[src/verilog/ofdm_mod_pkg.sv]
package ofdm_mod_pkg;

    //////////////////////////////////////////////////
    // Modulation schemes
    //////////////////////////////////////////////////

    typedef enum logic [2:0]
    {
        BPSK  = 3'd0,
        QPSK  = 3'd1,
        QAM16 = 3'd2
    } modulation_e;

    // Boundary between inner and outer QAM16 levels on each axis
    localparam logic signed [15:0] QAM16_THRESHOLD = 16'sd8192;

    // Eight subcarriers at four bits each
    localparam int MAX_BITS_PER_GROUP = 32;

    // Largest symbol payload, reached with QAM16
    localparam int BUFFER_BYTES = 96;

    //////////////////////////////////////////////////
    // Demapper output word
    //////////////////////////////////////////////////

    typedef struct packed {
        modulation_e                   modulation;
        logic [MAX_BITS_PER_GROUP-1:0] data;
    } demap_word_t;

    // Also the number of bytes that one group of eight produces
    function automatic logic [2:0] bits_per_subcarrier(input modulation_e mod);
        case (mod)
            QPSK:    return 3'd2;
            QAM16:   return 3'd4;
            default: return 3'd1;
        endcase
    endfunction

endpackage

[src/verilog/ofdm_frame_pkg.sv]
package ofdm_frame_pkg;
    import ofdm_mod_pkg::*;

    //////////////////////////////////////////////////
    // Frame geometry
    //////////////////////////////////////////////////

    localparam int FFT_POINTS        = 256;
    localparam int DATA_SUBCARRIERS  = 192;
    localparam int GROUP_SIZE        = 8;
    localparam int GROUPS_PER_SYMBOL = DATA_SUBCARRIERS / GROUP_SIZE;
    localparam int SAMPLE_WIDTH      = 16;

    // Used subcarriers 1..100 and 156..255, DC and guard bands are empty
    localparam logic [FFT_POINTS-1:0] USED_SUBCARRIER_MASK =
        ({FFT_POINTS{1'b1}} << 156) | (((256'd1 << 101) - 256'd1) & ~256'd1);

    // Pilots at +/-13, +/-38, +/-63, +/-88
    localparam logic [FFT_POINTS-1:0] PILOT_MASK =
        (256'd1 << 13)  | (256'd1 << 38)  | (256'd1 << 63)  | (256'd1 << 88) |
        (256'd1 << 168) | (256'd1 << 193) | (256'd1 << 218) | (256'd1 << 243);

    localparam logic [FFT_POINTS-1:0] DATA_SUBCARRIER_MASK =
        USED_SUBCARRIER_MASK & ~PILOT_MASK;

    //////////////////////////////////////////////////
    // Sample and group types
    //////////////////////////////////////////////////

    typedef struct packed {
        logic signed [SAMPLE_WIDTH-1:0] i;
        logic signed [SAMPLE_WIDTH-1:0] q;
    } iq_sample_t;

    typedef struct packed {
        modulation_e                     modulation;
        iq_sample_t [GROUP_SIZE-1:0]     samples;
    } iq_group_t;

    // 24, 48 or 96 bytes per symbol
    function automatic logic [6:0] bytes_per_symbol(input modulation_e mod);
        return 7'(DATA_SUBCARRIERS * int'(bits_per_subcarrier(mod)) / 8);
    endfunction

endpackage

[src/verilog/subcarrier_selector.sv]
`timescale 1ns/1ps

module subcarrier_selector
    import ofdm_mod_pkg::*, ofdm_frame_pkg::*;
(
    input  logic        clk,
    input  logic        reset,
    input  logic        sample_valid_i,
    input  iq_sample_t  sample_i,
    input  modulation_e modulation_i,
    input  logic        sending_i,
    output iq_group_t   group_o,
    output logic        group_valid_o
);

    logic [$clog2(FFT_POINTS)-1:0]  sc_cnt_q;
    logic [$clog2(GROUP_SIZE)-1:0]  slot_q;
    modulation_e                    mod_q;
    iq_sample_t [GROUP_SIZE-1:0]    slots_q;
    logic                           accept;
    logic                           is_data;

    // Nothing is taken in while the symbol buffer drains
    assign accept  = sample_valid_i && !sending_i;
    assign is_data = DATA_SUBCARRIER_MASK[sc_cnt_q];

    //////////////////////////////////////////////////
    // Subcarrier and slot counters
    //////////////////////////////////////////////////

    always_ff @(posedge clk)
    begin
        if (reset)
        begin
            sc_cnt_q      <= '0;
            slot_q        <= '0;
            mod_q         <= BPSK;
            group_valid_o <= 1'b0;
        end
        else
        begin
            group_valid_o <= 1'b0;
            if (accept)
            begin
                // Counter wraps from 255 back to 0 on its own
                sc_cnt_q <= sc_cnt_q + 1'b1;
                if (sc_cnt_q == '0)
                    mod_q <= modulation_i;
                if (is_data)
                begin
                    slot_q <= slot_q + 1'b1;
                    if (slot_q == GROUP_SIZE - 1)
                        group_valid_o <= 1'b1;
                end
            end
        end
    end

    //////////////////////////////////////////////////
    // Group slots
    //////////////////////////////////////////////////

    always_ff @(posedge clk)
    begin
        if (accept && is_data)
            slots_q[slot_q] <= sample_i;
    end

    assign group_o.modulation = mod_q;
    assign group_o.samples    = slots_q;

endmodule

[src/verilog/constellation_demapper.sv]
`timescale 1ns/1ps

module constellation_demapper
    import ofdm_mod_pkg::*, ofdm_frame_pkg::*;
(
    input  logic        clk,
    input  logic        reset,
    input  iq_group_t   group_i,
    input  logic        group_valid_i,
    output demap_word_t word_o,
    output logic        word_valid_o
);

    logic [GROUP_SIZE-1:0]          sign_i;
    logic [GROUP_SIZE-1:0]          sign_q;
    logic [GROUP_SIZE-1:0]          inner_i;
    logic [GROUP_SIZE-1:0]          inner_q;
    logic [MAX_BITS_PER_GROUP-1:0]  bits_c;

    //////////////////////////////////////////////////
    // Per-subcarrier decisions
    //////////////////////////////////////////////////

    always_comb
    begin
        for (int s = 0; s < GROUP_SIZE; s++)
        begin
            sign_i[s] = group_i.samples[s].i[SAMPLE_WIDTH-1];
            sign_q[s] = group_i.samples[s].q[SAMPLE_WIDTH-1];
            // Two-sided compare, so -32768 needs no special case
            inner_i[s] = (group_i.samples[s].i < QAM16_THRESHOLD) &&
                         (group_i.samples[s].i > -QAM16_THRESHOLD);
            inner_q[s] = (group_i.samples[s].q < QAM16_THRESHOLD) &&
                         (group_i.samples[s].q > -QAM16_THRESHOLD);
        end
    end

    // Subcarrier s lands at bit s times bits per subcarrier
    always_comb
    begin
        bits_c = '0;
        case (group_i.modulation)
            QPSK:
            begin
                for (int s = 0; s < GROUP_SIZE; s++)
                begin
                    bits_c[2*s]     = sign_i[s];
                    bits_c[2*s + 1] = sign_q[s];
                end
            end
            QAM16:
            begin
                for (int s = 0; s < GROUP_SIZE; s++)
                begin
                    bits_c[4*s]     = sign_i[s];
                    bits_c[4*s + 1] = inner_i[s];
                    bits_c[4*s + 2] = sign_q[s];
                    bits_c[4*s + 3] = inner_q[s];
                end
            end
            default:
            begin
                bits_c[GROUP_SIZE-1:0] = sign_i;
            end
        endcase
    end

    //////////////////////////////////////////////////
    // Output register
    //////////////////////////////////////////////////

    always_ff @(posedge clk)
    begin
        if (reset)
            word_valid_o <= 1'b0;
        else
            word_valid_o <= group_valid_i;
    end

    always_ff @(posedge clk)
    begin
        if (group_valid_i)
        begin
            word_o.data       <= bits_c;
            word_o.modulation <= group_i.modulation;
        end
    end

endmodule

[src/verilog/payload_assembler.sv]
`timescale 1ns/1ps

module payload_assembler
    import ofdm_mod_pkg::*, ofdm_frame_pkg::*;
(
    input  logic        clk,
    input  logic        reset,
    input  demap_word_t word_i,
    input  logic        word_valid_i,
    input  logic        byte_ready_i,
    output logic [7:0]  byte_o,
    output logic        byte_valid_o,
    output logic        sending_o
);

    typedef enum logic
    {
        COLLECT,
        SEND
    } state_e;

    typedef logic [$clog2(BUFFER_BYTES)-1:0] ptr_t;

    state_e                                 state_q;
    demap_word_t                            word_q;
    logic                                   word_en_q;
    ptr_t                                   wr_ptr_q;
    ptr_t                                   rd_ptr_q;
    logic [$clog2(GROUPS_PER_SYMBOL)-1:0]   grp_cnt_q;
    modulation_e                            sym_mod_q;
    logic [7:0]                             buf_q [BUFFER_BYTES];

    assign sending_o = (state_q == SEND);

    //////////////////////////////////////////////////
    // Word staging
    //////////////////////////////////////////////////

    always_ff @(posedge clk)
    begin
        if (reset)
            word_en_q <= 1'b0;
        else
            word_en_q <= word_valid_i && (state_q == COLLECT);
    end

    always_ff @(posedge clk)
    begin
        if (word_valid_i)
            word_q <= word_i;
    end

    //////////////////////////////////////////////////
    // Symbol byte buffer
    //////////////////////////////////////////////////

    // A group yields as many bytes as bits per subcarrier, low byte first
    always_ff @(posedge clk)
    begin
        if (word_en_q && state_q == COLLECT)
        begin
            for (int b = 0; b < MAX_BITS_PER_GROUP / 8; b++)
            begin
                if (b < int'(bits_per_subcarrier(word_q.modulation)))
                    buf_q[wr_ptr_q + ptr_t'(b)] <= word_q.data[8*b +: 8];
            end
        end
    end

    always_ff @(posedge clk)
    begin
        if (state_q == SEND && byte_ready_i)
            byte_o <= buf_q[rd_ptr_q];
    end

    //////////////////////////////////////////////////
    // Collect / send FSM
    //////////////////////////////////////////////////

    always_ff @(posedge clk)
    begin
        if (reset)
        begin
            state_q      <= COLLECT;
            wr_ptr_q     <= '0;
            rd_ptr_q     <= '0;
            grp_cnt_q    <= '0;
            sym_mod_q    <= BPSK;
            byte_valid_o <= 1'b0;
        end
        else
        begin
            byte_valid_o <= 1'b0;
            case (state_q)
                COLLECT:
                begin
                    if (word_en_q)
                    begin
                        if (grp_cnt_q == GROUPS_PER_SYMBOL - 1)
                        begin
                            // Last group of the symbol written this cycle
                            grp_cnt_q <= '0;
                            wr_ptr_q  <= '0;
                            sym_mod_q <= word_q.modulation;
                            state_q   <= SEND;
                        end
                        else
                        begin
                            grp_cnt_q <= grp_cnt_q + 1'b1;
                            wr_ptr_q  <= wr_ptr_q + ptr_t'(bits_per_subcarrier(word_q.modulation));
                        end
                    end
                end
                SEND:
                begin
                    if (byte_ready_i)
                    begin
                        byte_valid_o <= 1'b1;
                        if (rd_ptr_q == ptr_t'(bytes_per_symbol(sym_mod_q) - 7'd1))
                        begin
                            rd_ptr_q <= '0;
                            state_q  <= COLLECT;
                        end
                        else
                        begin
                            rd_ptr_q <= rd_ptr_q + 1'b1;
                        end
                    end
                end
                default:
                begin
                    state_q <= COLLECT;
                end
            endcase
        end
    end

endmodule

[src/verilog/ofdm_payload_rx.sv]
`timescale 1ns/1ps

module ofdm_payload_rx
    import ofdm_mod_pkg::*, ofdm_frame_pkg::*;
(
    input  logic        clk,
    input  logic        reset,
    input  logic        sample_valid_i,
    input  iq_sample_t  sample_i,
    input  modulation_e modulation_i,
    input  logic        byte_ready_i,
    output logic        byte_valid_o,
    output logic [7:0]  byte_o,
    output logic        busy_o
);

    iq_group_t      group;
    logic           group_valid;
    demap_word_t    word;
    logic           word_valid;
    logic           sending;

    // Data subcarriers in, groups of eight out
    subcarrier_selector u_selector (
        .clk            (clk),
        .reset          (reset),
        .sample_valid_i (sample_valid_i),
        .sample_i       (sample_i),
        .modulation_i   (modulation_i),
        .sending_i      (sending),
        .group_o        (group),
        .group_valid_o  (group_valid)
    );

    constellation_demapper u_demapper (
        .clk            (clk),
        .reset          (reset),
        .group_i        (group),
        .group_valid_i  (group_valid),
        .word_o         (word),
        .word_valid_o   (word_valid)
    );

    payload_assembler u_assembler (
        .clk            (clk),
        .reset          (reset),
        .word_i         (word),
        .word_valid_i   (word_valid),
        .byte_ready_i   (byte_ready_i),
        .byte_o         (byte_o),
        .byte_valid_o   (byte_valid_o),
        .sending_o      (sending)
    );

    // Busy for as long as the buffer drains
    assign busy_o = sending;

endmodule

[config.mk]
export PLATFORM = sky130hd
export DESIGN_NAME = ofdm_payload_rx
export DESIGN_NICKNAME = d
export VERILOG_FILES = /design/src/verilog/ofdm_mod_pkg.sv /design/src/verilog/ofdm_frame_pkg.sv /design/src/verilog/subcarrier_selector.sv /design/src/verilog/constellation_demapper.sv /design/src/verilog/payload_assembler.sv /design/src/verilog/ofdm_payload_rx.sv
export SDC_FILE = /design/constraint.sdc
export NUM_CORES = 2
export LEC_CHECK = 0
export BUFFER_PORTS_ARGS = -buffer_cell sky130_fd_sc_hd__buf_2
export CAP_MARGIN = 20
export CORE_MARGIN = 2
export CORE_UTILIZATION = 58
export DETAILED_ROUTE_END_ITERATION = 6
export GPL_ROUTABILITY_DRIVEN = 1
export PLACE_DENSITY = 0.77
export SYNTH_ARGS = -nofsm -noshare
export SYNTH_HDL_FRONTEND = slang
export SYNTH_HIERARCHICAL = 1
export SYNTH_SLANG_ARGS = --single-unit
[constraint.sdc]
create_clock -name clk -period 3.8 [get_ports clk]
set_input_delay 0.57 -clock clk [delete_from_list [all_inputs] [get_ports clk]]
set_output_delay 0.57 -clock clk [all_outputs]
set_load 0.005 [all_outputs]
### After elaboration in Yosys (flattened, before gate mapping)

Memory sizes are Yosys's and may differ from the RTL's. A register that Yosys moved wholly into a read port is not among the register bits.
Cells that the tools add are included.
Widths: inputs -> output; s select.

* add/sub/neg operators: 9
* $mul: 1
* order comparisons: 39
* eq/ne operators: 9
* mux-type cells: 40
* bitwise operators: 3
* reductions and logical operators: 31

Operators with widths (number)
* $bwmux 256: 1
* $gt 16x14->1 const B: 16
* $lt 16x15->1 const B: 16
* $demux 32 s3: 1
* $mux 32: 1
* $pmux 8 s2: 2
* $mux 3: 8
* $logic_and 1x1->1: 22
* $mux 1: 19
* $mux 8: 2
* $add 7x1->7 const B: 2
* $add 7x2->7 const B: 2
* $mux 7: 2
* $pmux 3 s2: 2
* $eq 3x1->1 const B: 3
* $eq 3x2->1 const B: 3
* $lt 8x9->1 const B: 1
* $add 8x1->8 const B: 1
* $logic_not 8->1: 1
* $reduce_and 2->1: 4
* $add 7x3->7: 1
* $eq 7x7->1: 1
* $sub 7x1->7 const B: 1
* $lt 1x3->1 const A: 2
* other kinds (15): 18

* register bits: 367
* RAM bits: 768
* ROM bits: 256
* bits of input ports: 39
* output and inout bits: 10
* logic and storage cells: 167
* memories kept: 2

Memories
* u_assembler.buf_q: words 96, width 8, rd ports 1, clocked after memory_dff 1, wr ports 4, RTL line payload_assembler.sv:31 `logic [7:0] buf_q [BUFFER_BYTES];`
* (name not given): words 256, width 1, rd ports 1, clocked after memory_dff 1, wr ports 0, RTL line subcarrier_selector.sv:25 `assign is_data = DATA_SUBCARRIER_MASK[sc_cnt_q];`

### Depth between registers and ports, before layout

* depth after elaboration: 11
* gate-level depth with buffers: 15

### Cells and area by module

Netlist, hierarchy kept.

Modules (own cells, without submodules)
* payload_assembler: instances 1, cells an instance 5631, area each 57685.3 um^2
* subcarrier_selector: instances 1, cells an instance 408, area each 8872.3 um^2
* constellation_demapper: instances 1, cells an instance 219, area each 2252.2 um^2

### Worst setup path before layout

OpenSTA, ideal clock, no wires.

* path kind: input port to flip-flop
* start point: in sample_valid_i
* end point: reg u_selector.slots_q, in the netlist u_selector/group_o[0] (enable)
* arrival time: 3.500 ns
* required time: 3.339 ns
* path slack: -0.161 ns
* cell stages on the path: 5
* path buffers: 1
* cells stage by stage: nor2b_1 buf_2 nand2_1 or2_2 nor3_1

* word-level cells in the longest chain between the ends: 2

RTL lines
* from (decl): RTL line ofdm_payload_rx.sv:8 `input logic sample_valid_i,`
* $logic_and 1x1->1: RTL line subcarrier_selector.sv:24 `assign accept = sample_valid_i && !sending_i;`
* $logic_and 1x1->1: RTL line subcarrier_selector.sv:65 `if (accept && is_data)`
* to (signal, indexed assignment): RTL line subcarrier_selector.sv:66 `slots_q[slot_q] <= sample_i;`
* to (decl): RTL line subcarrier_selector.sv:19 `iq_sample_t [GROUP_SIZE-1:0] slots_q;`

No other way between the ends.
A chain may end at the register's enable or synchronous reset.

==> results.py <==
metrics = {
    "run_status": {
        "status": "complete, but fails checks",
        "violations": "DRC",
    },
    "logic_synthesis": {
        "async_flop_share_pct": 0,
        "synth-main-ff-cell": "edfxtp_1",
        "synth_area_leaders": "edfxtp_1 48%, mux2i_1 12%, o22ai_1 4.6%",
        "synth_most_common_cell": "edfxtp_1",
        "syn_inst": 6258,
        "synth_compound_area_share_pct": 15.8,
        "synth_area_um2": 68800,
        "synth_top_family_by_area": "multiplexers",
        "yosysSeqAreaShare_pct": 49.3,
        "synth_edf_count": 1102,
        "ys_types": 93,
        "avgSynthCellArea_um2": 11.0,
        "synth_fp_nets": 6309,
        "synthTopCellsByCount": "1102 x edfxtp_1, 857 x mux2i_1, 578 x clkbuf_1",
        "yosys_warnings": 6,
        "synth_mux_area_share_pct": 20.2,
        "synth-simple-area-share_pct": 9.76,
        "synth_top_area_share_pct": 48.1,
        "synth_largest_area_cell": "edfxtp_1",
        "ys_ff_latch": 1144,
        "synth-xor-area-share_pct": 0.369,
        "synth_adder_area_share_pct": 0.229,
    },
    "clocking": {
        "clock-root-buffer": "clkbuf_16",
        "cts_hold_buf": 0,
        "cts.sinks": 1144,
        "cts_max_level": 3,
        "clkSlewWorstSetupHoldPaths_ps": 60,
        "cts_tree": "yes",
        "clockBufferDepth": 3,
        "insertion_delay_ps": 810,
        "numCtsBuffers": 120,
    },
    "layout": {
        "fillCellCount": 8879,
        "nets": 6187,
        "fin_area_um2": 75900,
        "drive_gt1_share_pct": 18.3,
        "multiInputGateArea_um2": 32000,
        "area_growth_pct": 10.3,
        "final_core_util_pct": 64.4,
        "area.sequential_um2": 33900,
    },
    "critical_path": {
        "critPathMaxFanout": 12,
        "rrSetupSlack_ps": 60,
        "worstPathArrival_ps": 4160,
        "endpoint_kind": "register",
        "cpPeakStageDelay_ps": 770,
        "path_buf_inv": 1,
        "crit_required_ps": 4220,
        "slowest_stage": "nor3_4",
        "worstSetupStartpointType": "register",
        "critical_path_class": "reg -> reg",
        "path_cells": "or3b_2, nor3_4, buf_4, nand2_1, o21ai_0, or3_1",
        "path_delay_family": "simple AND/OR/NAND/NOR gates",
    },
    "timing": {
        "setup_viol": 0,
        "hold_viol_final": 0,
        "slew_headroom_pct": 16.0,
        "finalClockSkew_ps": 116,
        "min_period_ps": 3740,
        "slew_violations": 0,
        "timing.hold.ws_ps": 37.7,
        "fin_crit_sh_pct": 98.4,
        "fmax_mhz": 268,
        "tightest_slew_ps": 1260,
    },
    "placed_design": {
        "placed_area_um2": 71900,
        "io_buffers": 48,
        "place_congestion": 1.04,
        "dp_hpwl_um": 153000,
    },
    "drt": {
        "num_vias": 58800,
        "wirelength_um": 259000,
        "routed_via_density": 7.56,
        "drtIter0Drc": 11100,
        "drt-wirelength-per-cell_um": 33.3,
        "drcViolationCount": 83,
        "ant_nets": 0,
        "first_pass_iters": 7,
    },
    "floorplanning": {
        "rows": 126,
        "die_h_um": 348,
        "dieArea_um2": 121000,
        "boundaryPins": 49,
        "initial_core_util_pct": 58.4,
        "core_um2": 118000,
        "die_w_um": 348,
    },
    "global_routing": {
        "antenna_found_initial": 8,
        "overflow": 0,
        "grt_pass1_vias": 56100,
        "grt_pass1_wl_um": 373000,
        "grt_use_total_pct": 41.6,
        "grt_start_max_net_pins": 97,
    },
    "power": {
        "p_per_area_nw_per_um2": 337,
        "p_leak_uw": 0.0273,
        "peakVddDrop_v": 0.000480,
        "power_uw": 25600,
    },
    "flow_run": {
        "max_cap_violations": 0,
    },
    "worst_hold_path": {
        "min-delay-path-class": "in -> reg",
    },
}
## routing by layer
layer | share of wire, % | wire (um) | track usage, % | vias up
met1 | 33 | 86100 | 52.7 | 27500
met2 | 41 | 107000 | 59.8 | 5800
li1 | - | - | - | 24000
met4 | 8.7 | 22600 | 29.6 | 8
met5 | 0.022 | 57 | 0 | -
met3 | 17 | 43000 | 14.0 | 1544
## final timing paths
kind | cells after the start | start | to
max reg2reg | 6 | u_assembler/word_q[32] | u_assembler/buf_q[95][7]
max | 6 | u_assembler/word_q[32] | u_assembler/buf_q[95][7]
min | 1 | sample_i[19] | u_selector/group_o[243]
min reg2reg | 0 | u_demapper/word_o[22] | u_assembler/word_q[22]
## stage by stage
step / setup slack (ps) / setup TNS, ps / std cells
5_1_grt: -42.7 / -337 / 7777
6_report: 62.0 / 0 / 7779
4_1_cts: 165 / 0 / 7772
3_5_place_dp: -114 / -914 / 7545
2_1_floorplan: 126 / 0 / 6258
3_3_place_gp: -34.6 / -275 / 7543
## registers in the layout (all words and copies together) (netlist names)
signal / flops
u_assembler/buf_q: 768
u_selector/group_o: 256
u_assembler/word_q: 35
u_demapper/word_o: 35
u_assembler/byte_o: 8
u_selector/sc_cnt_q: 8
u_assembler/rd_ptr_q: 7
u_assembler/wr_ptr_q: 7
u_assembler/grp_cnt_q: 5
u_assembler/sym_mod_q: 3
u_selector/mod_q: 3
u_selector/slot_q: 3
u_assembler/byte_valid_o: 1
u_assembler/sending_o: 1
u_assembler/word_en_q: 1
u_demapper/word_valid_o: 1
u_selector/group_valid_o: 1
u_selector/is_data: 1
## final cells by class
| class | instances | share of cell area [%] |
|---|---|---|
| Clock inverter | 72 | 0.842 |
| Clock buffer | 155 | 4.32 |
| Timing Repair Buffer | 472 | 5.16 |
| Inverter | 43 | 0.213 |
| Sequential cell | 1144 | 44.7 |
| Antenna cell | 2 | 0.00659 |
| Multi-Input combinational cell | 4355 | 42.2 |
| Tap cell | 1536 | 2.53 |
## layout by cell type, fill, tap and decap left out, types with 122 or more instances in the layout
cell type and instances:
clkbuf_16 122, nand2_1 514, a21oi_1 495, buf_4 384, edfxtp_1 1102, mux2_2 232
o21ai_0 358, mux2i_1 857, nor2_1 149, o22ai_1 511
## power by group
group | leakage (uW) | switching [uW] | internal (uW)
sequential | 0.0103 | 30.1 | 13700
clock | 0.00190 | 5260 | 6400
combinational | 0.0152 | 131 | 57.6
total | 0.0273 | 5420 | 20100
## cell families (layout without fill, tap and decap cells)
family                     after synthesis  after routing
xor gates and xnor gates                29             29
and+or+nand+nor                       1328           1328
muxes                                 1209           1209
DFF                                   1144           1144
adders and majority gates               12             12
other                                    0              2
AOI/OAI and AO/OA                     1777           1777
buffers and inverters                  759            742
## repair_timing
| item | CTS | global route |
|---|---|---|
| setup buffers | 0 | 3 |
| setup endpoints to repair | 9 | 48 |
| pin swaps | 0 | 2 |
| gates resized for setup | 1 | 4 |
(Power assumes the default switching activity.)
